--- src/cpuCtrlPkg.sv ---
package cpuCtrlPkg;

	localparam int busSrcWidth = 4;
	localparam int regSelWidth = 2;
	localparam int aluOpWidth = 4;
	localparam int stepWidth = 3;

	typedef enum logic [busSrcWidth-1:0] {
		srcNone,
		srcGpr,
		srcZLo,
		srcZHi,
		srcHi,
		srcLo,
		srcMdr,
		srcInPort,
		srcConst // sign-extended immediate
	} busSrc_t;

	typedef enum logic [regSelWidth-1:0] {
		selRa,
		selRb,
		selRc
	} regSel_t;

	typedef enum logic [aluOpWidth-1:0] {
		aluAdd,
		aluSub,
		aluAnd,
		aluOr,
		aluShr,
		aluShra,
		aluShl,
		aluRor,
		aluRol,
		aluNeg,
		aluNot,
		aluMul
	} aluOp_t;

	typedef struct packed {
		busSrc_t busSrc;
		regSel_t gprSel;
		logic gprIn;
		logic yIn;
		logic zIn;
		logic hiIn;
		logic loIn;
		logic marIn;
		logic mdrIn;
		logic memRead;
		logic memWrite;
		logic outIn;
		logic conIn;
		logic irIn;
		aluOp_t aluOp;
	} ctrlWord_t;

endpackage

--- src/cpuIsaPkg.sv ---
package cpuIsaPkg;

	localparam int dataWidth = 32;
	localparam int regCount = 16;
	localparam int regIdxWidth = 4;
	localparam int memWords = 512;
	localparam int memAddrWidth = 9;
	localparam int constWidth = 19;
	localparam int opWidth = 5;
	localparam int shamtWidth = 5;
	localparam int condWidth = 2;
	localparam int rUnusedWidth = dataWidth - opWidth - 3 * regIdxWidth;

	// branch conditions, low two bits of rb
	localparam logic [condWidth-1:0] condZero = 2'd0;
	localparam logic [condWidth-1:0] condNonZero = 2'd1;
	localparam logic [condWidth-1:0] condPlus = 2'd2;
	localparam logic [condWidth-1:0] condMinus = 2'd3;

	typedef enum logic [opWidth-1:0] {
		opLd   = 5'd0,
		opSt   = 5'd2,
		opAdd  = 5'd3,
		opSub  = 5'd4,
		opAnd  = 5'd5,
		opOr   = 5'd6,
		opRor  = 5'd7,
		opRol  = 5'd8,
		opShr  = 5'd9,
		opShra = 5'd10,
		opShl  = 5'd11,
		opAddi = 5'd12,
		opAndi = 5'd13,
		opOri  = 5'd14,
		opMul  = 5'd16,
		opNeg  = 5'd17,
		opNot  = 5'd18,
		opBr   = 5'd19,
		opIn   = 5'd22,
		opOut  = 5'd23,
		opMfhi = 5'd24,
		opMflo = 5'd25
	} opcode_t;

	typedef struct packed {
		opcode_t opcode;
		logic [regIdxWidth-1:0] ra;
		logic [regIdxWidth-1:0] rb;
		logic [regIdxWidth-1:0] rc;
		logic [rUnusedWidth-1:0] unused;
	} rFormat_t;

	typedef struct packed {
		opcode_t opcode;
		logic [regIdxWidth-1:0] ra;
		logic [regIdxWidth-1:0] rb;
		logic [constWidth-1:0] constVal;
	} iFormat_t;

	typedef union packed {
		rFormat_t r; // alu register ops
		iFormat_t i; // immediates, memory, branch
	} instrWord_t;

endpackage

--- src/controlSequencer.sv ---
`timescale 1ns/1ns

module controlSequencer
	import cpuIsaPkg::*, cpuCtrlPkg::*;
(
	input logic clk,
	input logic rstN,
	input logic req,
	output logic ack,
	input instrWord_t ir,
	output ctrlWord_t ctrl
);

	typedef enum logic [1:0] {
		stIdle,
		stFetch,
		stStep,
		stDone
	} seqState_t;

	seqState_t state;
	logic [stepWidth-1:0] stepCnt;
	logic lastStep;

	function automatic aluOp_t aluOpFor(input opcode_t op);
		unique case (op)
			opSub: return aluSub;
			opAnd, opAndi: return aluAnd;
			opOr, opOri: return aluOr;
			opShr: return aluShr;
			opShra: return aluShra;
			opShl: return aluShl;
			opRor: return aluRor;
			opRol: return aluRol;
			opNeg: return aluNeg;
			opNot: return aluNot;
			opMul: return aluMul;
			default: return aluAdd; // add, addi, ld/st address
		endcase
	endfunction

	always_comb begin
		ctrl = '0;
		lastStep = 1'b0;
		if (state == stFetch) begin
			ctrl.irIn = 1'b1;
		end else if (state == stStep) begin
			unique case (ir.r.opcode)
				opAdd, opSub, opAnd, opOr, opShr, opShra, opShl, opRor, opRol, opNeg, opNot,
				opAddi, opAndi, opOri, opMul, opLd, opSt: begin
					unique case (stepCnt)
						0: begin
							ctrl.busSrc = srcGpr; // rb, base rule applies for ld/st
							ctrl.gprSel = selRb;
							ctrl.yIn = 1'b1;
						end
						1: begin
							ctrl.busSrc = (ir.r.opcode inside {opAddi, opAndi, opOri, opLd, opSt})
								? srcConst : srcGpr;
							ctrl.gprSel = selRc;
							ctrl.zIn = 1'b1;
							ctrl.aluOp = aluOpFor(ir.r.opcode);
						end
						2: begin
							ctrl.busSrc = srcZLo;
							ctrl.gprSel = selRa;
							ctrl.gprIn = !(ir.r.opcode inside {opMul, opLd, opSt});
							ctrl.loIn = ir.r.opcode == opMul;
							ctrl.marIn = ir.r.opcode inside {opLd, opSt};
							lastStep = !(ir.r.opcode inside {opMul, opLd, opSt});
						end
						3: begin
							ctrl.gprSel = selRa;
							if (ir.r.opcode == opMul) begin
								ctrl.busSrc = srcZHi;
								ctrl.hiIn = 1'b1;
							end else if (ir.r.opcode == opSt) begin
								ctrl.busSrc = srcGpr;
								ctrl.memWrite = 1'b1;
							end else begin
								ctrl.mdrIn = 1'b1; // ld pulls RAM data
								ctrl.memRead = 1'b1;
							end
							lastStep = ir.r.opcode != opLd;
						end
						default: begin
							ctrl.busSrc = srcMdr;
							ctrl.gprSel = selRa;
							ctrl.gprIn = 1'b1;
							lastStep = 1'b1;
						end
					endcase
				end
				opBr: begin
					ctrl.busSrc = srcGpr;
					ctrl.conIn = 1'b1;
					lastStep = 1'b1;
				end
				opIn, opMfhi, opMflo: begin
					ctrl.busSrc = (ir.r.opcode == opIn) ? srcInPort
						: (ir.r.opcode == opMfhi) ? srcHi : srcLo;
					ctrl.gprIn = 1'b1;
					lastStep = 1'b1;
				end
				opOut: begin
					ctrl.busSrc = srcGpr;
					ctrl.outIn = 1'b1;
					lastStep = 1'b1;
				end
				default: lastStep = 1'b1; // unknown opcode, no effect
			endcase
		end
	end

	always_ff @(posedge clk) begin
		if (!rstN) begin
			state <= stIdle;
			stepCnt <= '0;
		end else begin
			unique case (state)
				stIdle: if (req) state <= stFetch;
				stFetch: begin
					state <= stStep;
					stepCnt <= '0;
				end
				stStep: begin
					if (lastStep) state <= stDone;
					stepCnt <= stepCnt + 1'b1;
				end
				default: if (!req) state <= stIdle; // hold ack until req drops
			endcase
		end
	end

	assign ack = state == stDone;

endmodule

--- config.mk ---
export PLATFORM = sky130hd
export DESIGN_NAME = controlSequencer
export DESIGN_NICKNAME = d
export VERILOG_FILES = /design/src/cpuCtrlPkg.sv /design/src/cpuIsaPkg.sv /design/src/controlSequencer.sv
export SDC_FILE = /design/constraint.sdc
export NUM_CORES = 1
export LEC_CHECK = 0
export ABC_AREA = 1
export BUFFER_PORTS_ARGS = -buffer_cell sky130_fd_sc_hd__buf_4
export CAP_MARGIN = 20
export CORE_MARGIN = 2
export CORE_UTILIZATION = 39
export CTS_CLUSTER_SIZE = 24
export DETAILED_ROUTE_END_ITERATION = 10
export GPL_ROUTABILITY_DRIVEN = 0
export PLACE_DENSITY = 0.86
export SLEW_MARGIN = 15
export SYNTH_ARGS = -nofsm -noshare
export SYNTH_HDL_FRONTEND = slang
export SYNTH_SLANG_ARGS = --single-unit
--- constraint.sdc ---
create_clock -name clk -period 1.62 [get_ports clk]
set_clock_uncertainty 0.2 [all_clocks]
set_input_delay 0.243 -clock clk [delete_from_list [all_inputs] [get_ports clk]]
set_output_delay 0.243 -clock clk [all_outputs]
set_load 0.01 [all_outputs]
==> out/qor.csv, run 1 <==
metric,value,unit
status,"finished, violations left",
violations,setup timing,
holdPathStages,3,
clkPwrFrac,8.1,%
crit_arrival,1680,ps
first_pass_iters,4,
fmax,472,MHz
fin_nets,298,
cap_violations,0,
finalSetupViolations,24,
synthAdderAreaFrac,21.5,%
cts_buffers,3,
pwr_density_cell,899,nW/um^2
synth_seq_area_share,10.1,%
io_buffers,30,
die_w,54.4,um
synthesis.area,990,um^2
cpLargestDelayFamily,simple AND/OR/NAND/NOR gates,
gr-total-overflow,0,
vias_per_cell,5.73,
clock_path_buffers,2,
path_cells,inv_2 > ha_4 > nor2_4 > inv_4 > nor2_4 > nand2_2 > nor2_1 > buf_4,
path_max_fanout,7,
ir_drop,1340,uV
drtIter0Drc,51,
timing.final.crit_share,131,%
hp-class,input port to flop,
fin_util,89.0,%
ios,58,
critPathLaunchType,flop,
grt_first_pass_wirelength,6.61,mm
drtAntennaViolNets,0,
crit_path_end_kind,output port,
dieArea,2960,um^2
fillers,117,
crit_slowest_cell,dfxtp_2,
yosysUniqueCellTypes,29,
final_cells,275,
layout_setup_ws,-501,ps
power.net_switching,977,uW
switching_share,50.2,%
required,1180,ps
synth_xor_area_share,0,%
max-slew-margin-rel,77.8,%
dieHeight,54.4,um
seqPwrFrac,11.8,%
cts_max_level,1,
period_needed,2120,ps
num_rows,18,
fin_area,2160,um^2
drive_gt1_share,70.2,%
antenna_found_initial,0,
vias,1577,
power.internal,968,uW
synthSimpleGateAreaFrac,41.3,%
reg2regPathDepth,12,
hold_viol,0,
cpMostUsedCell,nor2_4,
comb_power_share,80.1,%
cts.sinks,5,
synth_top_family_by_area,simple AND/OR/NAND/NOR gates,
dpl_cell_area,1690,um^2
p_leak,0.00101,uW
wirelength,5.48,mm
timing_worst_setup_path_type,flop to output port,
synth-compound-area-share,13.7,%
grt_util_all_layers,31.5,%
crit_path_max_incr_delay,380,ps
syn_area_per_cell,6.22,um^2
cts_tree,built,
rsz0062_at_grt,true,
netlist_instances,159,
path_clk_slew,50,ps
core_area,2430,um^2
wire_per_inst,19.9,um
diodes,0,
drc_errors,0,
cp_num_buf_inv,3,
muxShareOfSynthArea,0,%
drv_slew,0,
grt_max_degree,9,
hpwl,2.62,mm
worst_pin_slew,333,ps
initial_core_util,40.7,%
synth_fp_nets,211,
yosys_warnings,0,
cts_root_buffer,clkbuf_4,
holdWs,50.2,ps
critical_path_depth,8,
clkLatencyLatePin,250,ps
grt_pass1_vias,1501,
ys_ff_latch,5,
area_growth,119,%
dp_slack,-492,ps
dp.cells,264,
## worst min-delay path: stages
cell     delay [ps]
buf_4           130
nand2_1          70
nor2_1           30
## worst paths after layout
check | startpoint | slack (ps) | endpoint
hold reg to reg | stepCnt[2] | 470 | stepCnt[2]
setup / recovery | state[1] | -500 | ctrl[21]
setup reg to reg | stepCnt[1] | -330 | state[1]
hold / removal | rstN | 50 | state[0]
## cell type report
class / instances / area [um^2] / share of cell area, %
Sequential cell: 5 / 113 / 5.20
Tap cell: 30 / 37.5 / 1.73
Clock buffer: 4 / 26.3 / 1.21
Multi-Input combinational cell: 123 / 1130 / 52.0
Inverter: 27 / 130 / 6.01
Timing Repair Buffer: 86 / 732 / 33.8
## metrics by stage
stage	TNS [ps]	power (uW)
3_3_place_gp	-6500	1150
2_1_floorplan	-939	770
3_5_place_dp	-8080	1190
6_report	-9020	1940
5_1_grt	-10040	2030
4_1_cts	-5970	1590
## cells by family (layout without fill, tap and decap cells)
family                   count (synthesis)  after routing
AO/OA/AOI/OAI                           23             23
adder cells (fa/ha/maj)                 17             17
buffers and inverters                   31            117
flip-flops                               5              5
AND/OR/NAND/NOR                         83             83
## flip-flops by register name, summed over array words and instances, names as in the netlist
register / count
stepCnt: 3
state: 2
## power groups by stage
stage / clock network [uW] / logic (uW) / registers (uW)
2_1_floorplan: 0 / 559 / 211
3_3_place_gp: 0 / 943 / 204
3_5_place_dp: 0 / 980 / 207
4_1_cts: 149 / 1230 / 215
5_1_grt: 163 / 1640 / 230
6_report: 158 / 1560 / 230
## cells in the mapped netlist
| cell type | number | area share, % |
|---|---|---|
| a21oi_1 | 13 | 6.6 |
| a221oi_1 | 1 | 0.89 |
| a2bb2oi_1 | 1 | 0.89 |
| a31oi_1 | 2 | 1.3 |
| and3_1 | 1 | 0.63 |
| buf_2 | 1 | 0.51 |
| buf_4 | 2 | 1.5 |
| buf_6 | 1 | 1.1 |
| dfxtp_1 | 5 | 10 |
| ha_1 | 17 | 21 |
| inv_1 | 23 | 8.7 |
| inv_2 | 4 | 1.5 |
| nand2_1 | 27 | 10 |
| nand2_2 | 6 | 3.8 |
| nand2_4 | 1 | 1.1 |
| nand3_1 | 9 | 4.6 |
| nand3_2 | 4 | 4.0 |
| nand4_1 | 1 | 0.63 |
| nor2_1 | 20 | 7.6 |
| nor2_2 | 3 | 1.9 |
| nor2_4 | 1 | 1.1 |
| nor3_1 | 8 | 4.0 |
| nor3_2 | 1 | 1.0 |
| nor4_1 | 1 | 0.63 |
| o21ai_0 | 2 | 1.0 |
| o21ai_1 | 1 | 0.51 |
| o21bai_1 | 1 | 0.76 |
| o21bai_2 | 1 | 1.1 |
| o22ai_1 | 1 | 0.63 |
## routing by layer
metal | vias to the layer above | GRT usage [%] | wire (um)
li1 | 688 | - | -
met1 | 737 | 29.6 | 1820
met2 | 109 | 62.7 | 2860
met3 | 43 | 3.83 | 386
met4 | 0 | 20.0 | 413
met5 | - | 0 | 0
## cell usage in the layout (no fill, tap or decap), types with 7 or more instances in the layout
master,instances
nand2_1,19
nand3_1,7
nand2_2,11
nor2_4,12
inv_2,11
inv_1,12
buf_6,13
ha_4,9
buf_4,70
nor2_1,9
a21oi_1,7
## timing repair
action	in CTS	in global routing
setup buffers	3	4
resized for setup	61	39
hold buffers	0	0
pin swaps	16	13
setup endpoints to repair	23	26
gates cloned	0	0
No activity file was read; power rests on OpenSTA's default activity.
==> run 2, diff against run 1 <==
--- a/config.mk
+++ b/config.mk
@@ -8,12 +8,14 @@
 export ABC_AREA = 1
 export BUFFER_PORTS_ARGS = -buffer_cell sky130_fd_sc_hd__buf_4
 export CAP_MARGIN = 20
+export CELL_PAD_IN_SITES_DETAIL_PLACEMENT = 0
+export CELL_PAD_IN_SITES_GLOBAL_PLACEMENT = 1
 export CORE_MARGIN = 2
-export CORE_UTILIZATION = 39
+export CORE_UTILIZATION = 25
 export CTS_CLUSTER_SIZE = 24
 export DETAILED_ROUTE_END_ITERATION = 10
 export GPL_ROUTABILITY_DRIVEN = 0
-export PLACE_DENSITY = 0.86
+export PLACE_DENSITY = 0.85
 export SLEW_MARGIN = 15
 export SYNTH_ARGS = -nofsm -noshare
 export SYNTH_HDL_FRONTEND = slang
==> out/qor.csv, run 2 (same netlist as run 1, synthesis figures left out) <==
metric,value,unit,change
total_power,1750,uW,-9.8%
drive_gt1_share,70.9,%,+0.70 points
fin_nets,297,,-0.34%
grt_max_degree,8,,-1
grt_util_all_layers,16.1,%,-15 points
first_pass_iters,4,,unchanged
dieArea,4480,um^2,+51%
layout_setup_ws,-347,ps,+154 ps
gr-total-overflow,0,,unchanged
initial_core_util,26.4,%,-14 points
dp.cells,283,,+7.2%
drc_errors,0,,unchanged
diodes,0,,unchanged
core_area,3740,um^2,+54%
required,1180,ps,about the same
hp-class,input port to flop,,
largest_reg_flops,3,,unchanged
ir_drop,900,uV,-33%
worst_pin_slew,450,ps,+117 ps
clkLatencyLatePin,220,ps,-30 ps
hpwl,2.54,mm,-3.4%
cts_buffers,3,,unchanged
path_cells,buf_6 > ha_4 > inv_2 > nor2_4 > buf_4 > nand3_2 > a31oi_2 > buf_4,,
final_cells,292,,+6.2%
grt_pass1_vias,1315,,-12%
layout_common_cells,"71 x buf_4, 19 x nand2_1, 13 x inv_2",,
wire_per_inst,12.2,um,-39%
top_layer,met4,,
crit_arrival,1520,ps,-160 ps
wirelength,3.57,mm,-35%
timing_worst_setup_path_type,flop to output port,,
area_growth,113,%,
path_clk_slew,30,ps,-20 ps
dr_wl_met2,2.00,mm,-30%
grt_first_pass_wirelength,5.57,mm,-16%
cp_num_buf_inv,4,,+1
drv_slew,0,,unchanged
cpMostUsedCell,buf_4,,
violations,setup timing,,
status,"finished, violations left",,
path_max_fanout,3,,-4
cpLargestDelayFamily,buffers and inverters,,
crit_path_max_incr_delay,370,ps,about the same
vias,1337,,-15%
die_w,66.9,um,+23%
clock_path_buffers,2,,unchanged
cts.sinks,5,,unchanged
finalSetupViolations,23,,-4.2%
fmax,509,MHz,+7.8%
final_common_cell,buf_4,,
final.setup.tns,-6050,ps,+2970 ps
dr_wl_met3,134,um,-65%
p_leak,0.00102,uW,+0.55%
crit_slowest_cell,dfxtp_2,,
regMostFlops,stepCnt,,
critPathLaunchType,flop,,
hold_viol,0,,unchanged
dieHeight,66.9,um,+23%
dp_slack,-495,ps,-2.50 ps
crit_path_end_kind,output port,,
drtIter0Drc,64,,+25%
top_regs,"stepCnt x3, state x2",,
timing.final.crit_share,121,%,-9.5 points
antenna_found_initial,0,,unchanged
vias_per_cell,4.58,,-20%
rsz0062_at_grt,true,,
drt-met1-wl,1.40,mm,-23%
io_buffers,30,,unchanged
pwr_density_cell,834,nW/um^2,-7.2%
max-slew-margin-rel,70.0,%,-7.8 points
cap_violations,0,,unchanged
holdWs,82.7,ps,+32.5 ps
cts_max_level,1,,unchanged
drtAntennaViolNets,0,,unchanged
cts_root_buffer,clkbuf_8,,
cts_tree,built,,
period_needed,1970,ps,-154 ps
num_rows,22,,+4
ios,58,,unchanged
run 2: cell types whose count changed in the layout (fill, tap and decap cells not counted), sizes merged:
cell / change
buf: -1
run 2: what timing repair did:
| item | in CTS | in global routing |
|---|---|---|
| gates resized for setup | 56 | 30 |
| hold buffers | 0 | 0 |
| pin swaps | 17 | 9 |
| cloned | 0 | 0 |
| buffers inserted | 5 | 1 |
| endpoints found under the setup margin | 23 | 27 |
run 2: per-stage QoR:
stage                     instance area [um^2]  util (%)
after floorplan                           1080         -
after global placement                    1710      45.7
after detailed placement                  1710      45.7
after CTS                                 1980      52.8
after global routing                      2100      56.2
final                                     2100      56.2
run 2: layer usage:
metal  vias up  GRT usage [%]
met5         -              0
met3         4           1.86
met2        31           30.9
met4         0           4.85
li1        679              -
met1       623           18.2
run 2: worst min-delay path, delay by kind of cell:
kind / cells / cell delay (ps)
AND/OR/NAND/NOR: 2 / 90
buffers and inverters: 1 / 120
run 2: final cells by class:
cell class | instances | area, um^2
Multi-Input combinational cell | 123 | 1050
Sequential cell | 5 | 113
Tap cell | 48 | 60.1
Fill cell | 362 | 1640
Inverter | 27 | 130
Timing Repair Buffer | 85 | 702
Clock buffer | 4 | 45.0
run 2: worst paths after layout:
path / from / cells past startpoint / end / slack [ps]
max: stepCnt[1] / 8 / ctrl[15] / -350
min: rstN / 3 / state[1] / 80
min reg2reg: stepCnt[1] / 3 / stepCnt[1] / 420
max reg2reg: stepCnt[1] / 12 / state[1] / -250
run 2: where the power goes:
| group | total, uW | internal (uW) | switching, uW |
|---|---|---|---|
| clock network | 223 | 168 | 54.8 |
| logic | 1290 | 632 | 659 |
| registers | 241 | 178 | 63.0 |
| total | 1750 | 978 | 776 |
==> run 3, diff against run 2 <==
--- a/config.mk
+++ b/config.mk
@@ -15,7 +15,7 @@
 export CTS_CLUSTER_SIZE = 24
 export DETAILED_ROUTE_END_ITERATION = 10
 export GPL_ROUTABILITY_DRIVEN = 0
-export PLACE_DENSITY = 0.85
+export PLACE_DENSITY_LB_ADDON = 0.1
 export SLEW_MARGIN = 15
 export SYNTH_ARGS = -nofsm -noshare
 export SYNTH_HDL_FRONTEND = slang
==> out/qor.csv, run 3 (same netlist as run 1, synthesis figures left out) <==
metric,value,unit,change
gr-total-overflow,0,,unchanged
crit_arrival,1530,ps,about the same
dpl_cell_area,1750,um^2,+2.0%
wirelength,3.70,mm,+3.6%
num_rows,22,,unchanged
finalSetupViolations,23,,unchanged
ir_drop,724,uV,-20%
crit_path_end_kind,output port,,
cap_violations,0,,unchanged
use_met1,20.8,%,+2.6 points
comb_power_share,74.8,%,+1.2 points
cts_root_buffer,clkbuf_8,,
layout_common_cells,"73 x buf_4, 19 x buf_6, 18 x nand2_1",,
rsz0062_at_grt,true,,
clkPwrFrac,12.4,%,-0.3 points
grt_busiest_layer,met2,,
initial_core_util,26.4,%,unchanged
grt_max_degree,8,,unchanged
max-slew-margin-rel,65.9,%,-4.1 points
grt_use_met3,2.36,%,+0.51 points
drive_gt1_share,74.8,%,+3.9 points
fmax,508,MHz,-0.13%
worst_pin_slew,511,ps,+61.0 ps
power.internal,1040,uW,+6.8%
ff2ff_setup_slack,-250,ps,about the same
wire_per_inst,12.3,um,+0.12%
regMostFlops,stepCnt,,
die_w,66.9,um,unchanged
grt_first_pass_wirelength,5.91,mm,+6.1%
met2_usage,31.9,%,+1.0 points
first_pass_iters,4,,unchanged
p_leak,0.00109,uW,+7.0%
top_regs,"stepCnt x3, state x2",,
drtAntennaViolNets,0,,unchanged
hp-class,input port to flop,,
timing_worst_setup_path_type,flop to output port,,
cts_max_level,1,,unchanged
core_area,3740,um^2,unchanged
pwr_density_cell,811,nW/um^2,-2.7%
cts_tree,built,,
fin_util,61.8,%,+5.6 points
required,1180,ps,about the same
status,"finished, violations left",,
ios,58,,unchanged
vias,1351,,+1.0%
drtIter0Drc,36,,-44%
largest_reg_flops,3,,unchanged
timing.final.crit_share,122,%,+0.16 points
fin_nets,307,,+3.4%
cts_buffers,3,,unchanged
holdWs,60.2,ps,-22.5 ps
power.net_switching,832,uW,+7.2%
final_common_cell,buf_4,,
period_needed,1970,ps,+2.53 ps
critPathLaunchType,flop,,
antenna_found_initial,0,,unchanged
fin_area,2310,um^2,+9.9%
grt_pass1_vias,1345,,+2.3%
path_clk_slew,40,ps,about the same
vias_per_cell,4.47,,-2.3%
clock_path_buffers,2,,unchanged
drc_errors,0,,unchanged
path_max_fanout,4,,+1
dieArea,4480,um^2,unchanged
clkLatencyLatePin,220,ps,about the same
total_power,1880,uW,+7.0%
grt_util_all_layers,17.0,%,+0.92 points
drv_slew,0,,unchanged
hold_viol,0,,unchanged
dp_slack,-490,ps,+5.33 ps
diodes,0,,unchanged
area_growth,134,%,
seqPwrFrac,12.8,%,-0.9 points
hpwl,2.73,mm,+7.6%
switching_share,44.3,%,+0.095 points
io_buffers,30,,unchanged
violations,setup timing,,
layout_setup_ws,-349,ps,-2.53 ps
cts.sinks,5,,unchanged
dieHeight,66.9,um,unchanged
## run 3: cell count changes in the layout (fill, tap and decap cells not counted), moves of 2 or more
cell,before,now
a21oi_1,8,5
a21oi_2,5,8
buf_12,0,2
buf_4,71,73
buf_6,11,19
buf_8,3,1
nand2_4,3,5
nand3_4,0,2
nor2_2,9,7
nor2_4,7,10
## run 3: metal layers
metal  up-vias  routed length [um]
li1        704                   -
met1       615                1600
met2        28                1950
met3         4                 120
met4         0                  29
met5         -                   0
## run 3: worst paths after layout
| kind | startpoint | end | cells after the start |
|---|---|---|---|
| worst max-delay path | stepCnt[0] | ctrl[19] | 8 |
| worst min register to register | stepCnt[1] | stepCnt[1] | 2 |
| worst max register to register | stepCnt[1] | state[0] | 12 |
| worst min-delay path | rstN | state[1] | 3 |
## run 3: timing repair
action | in CTS | in global routing
hold buffers | 0 | 0
buffers inserted | 11 | 4
endpoints found under the hold margin | 0 | 0
resized for setup | 63 | 50
endpoints found under the setup margin | 23 | 26
pin swaps | 23 | 24
## run 3: layout make-up
type / instances / area [um^2]
tap: 48 / 60.1
multi-input combinational: 123 / 1140
sequential: 5 / 115
inverter: 27 / 133
fill: 336 / 1430
clock buffer: 4 / 45.0
timing repair buffer: 95 / 817
## run 3: power by group through the flow
stage	Sequential, uW	Combinational [uW]	Clock (uW)
global placement	209	950	0
global route	248	1530	248
finish	241	1400	232
floorplan	211	559	0
detailed placement	211	967	0
CTS	233	1120	238
## run 3: per-stage QoR
stage	std cells	TNS (ps)
2_1_floorplan	159	-939
3_3_place_gp	286	-6800
3_5_place_dp	286	-7710
4_1_cts	300	-6300
5_1_grt	302	-7680
6_report	302	-6090
## run 3: critical path, cell delays in order, from the launching register on
cell and delay [ps]:
dfxtp_4 380, inv_4 50, ha_1 210, o21ai_2 170, nand2_4 100, nand3_2 80
nand2_2 60, a21oi_2 130, buf_4 130
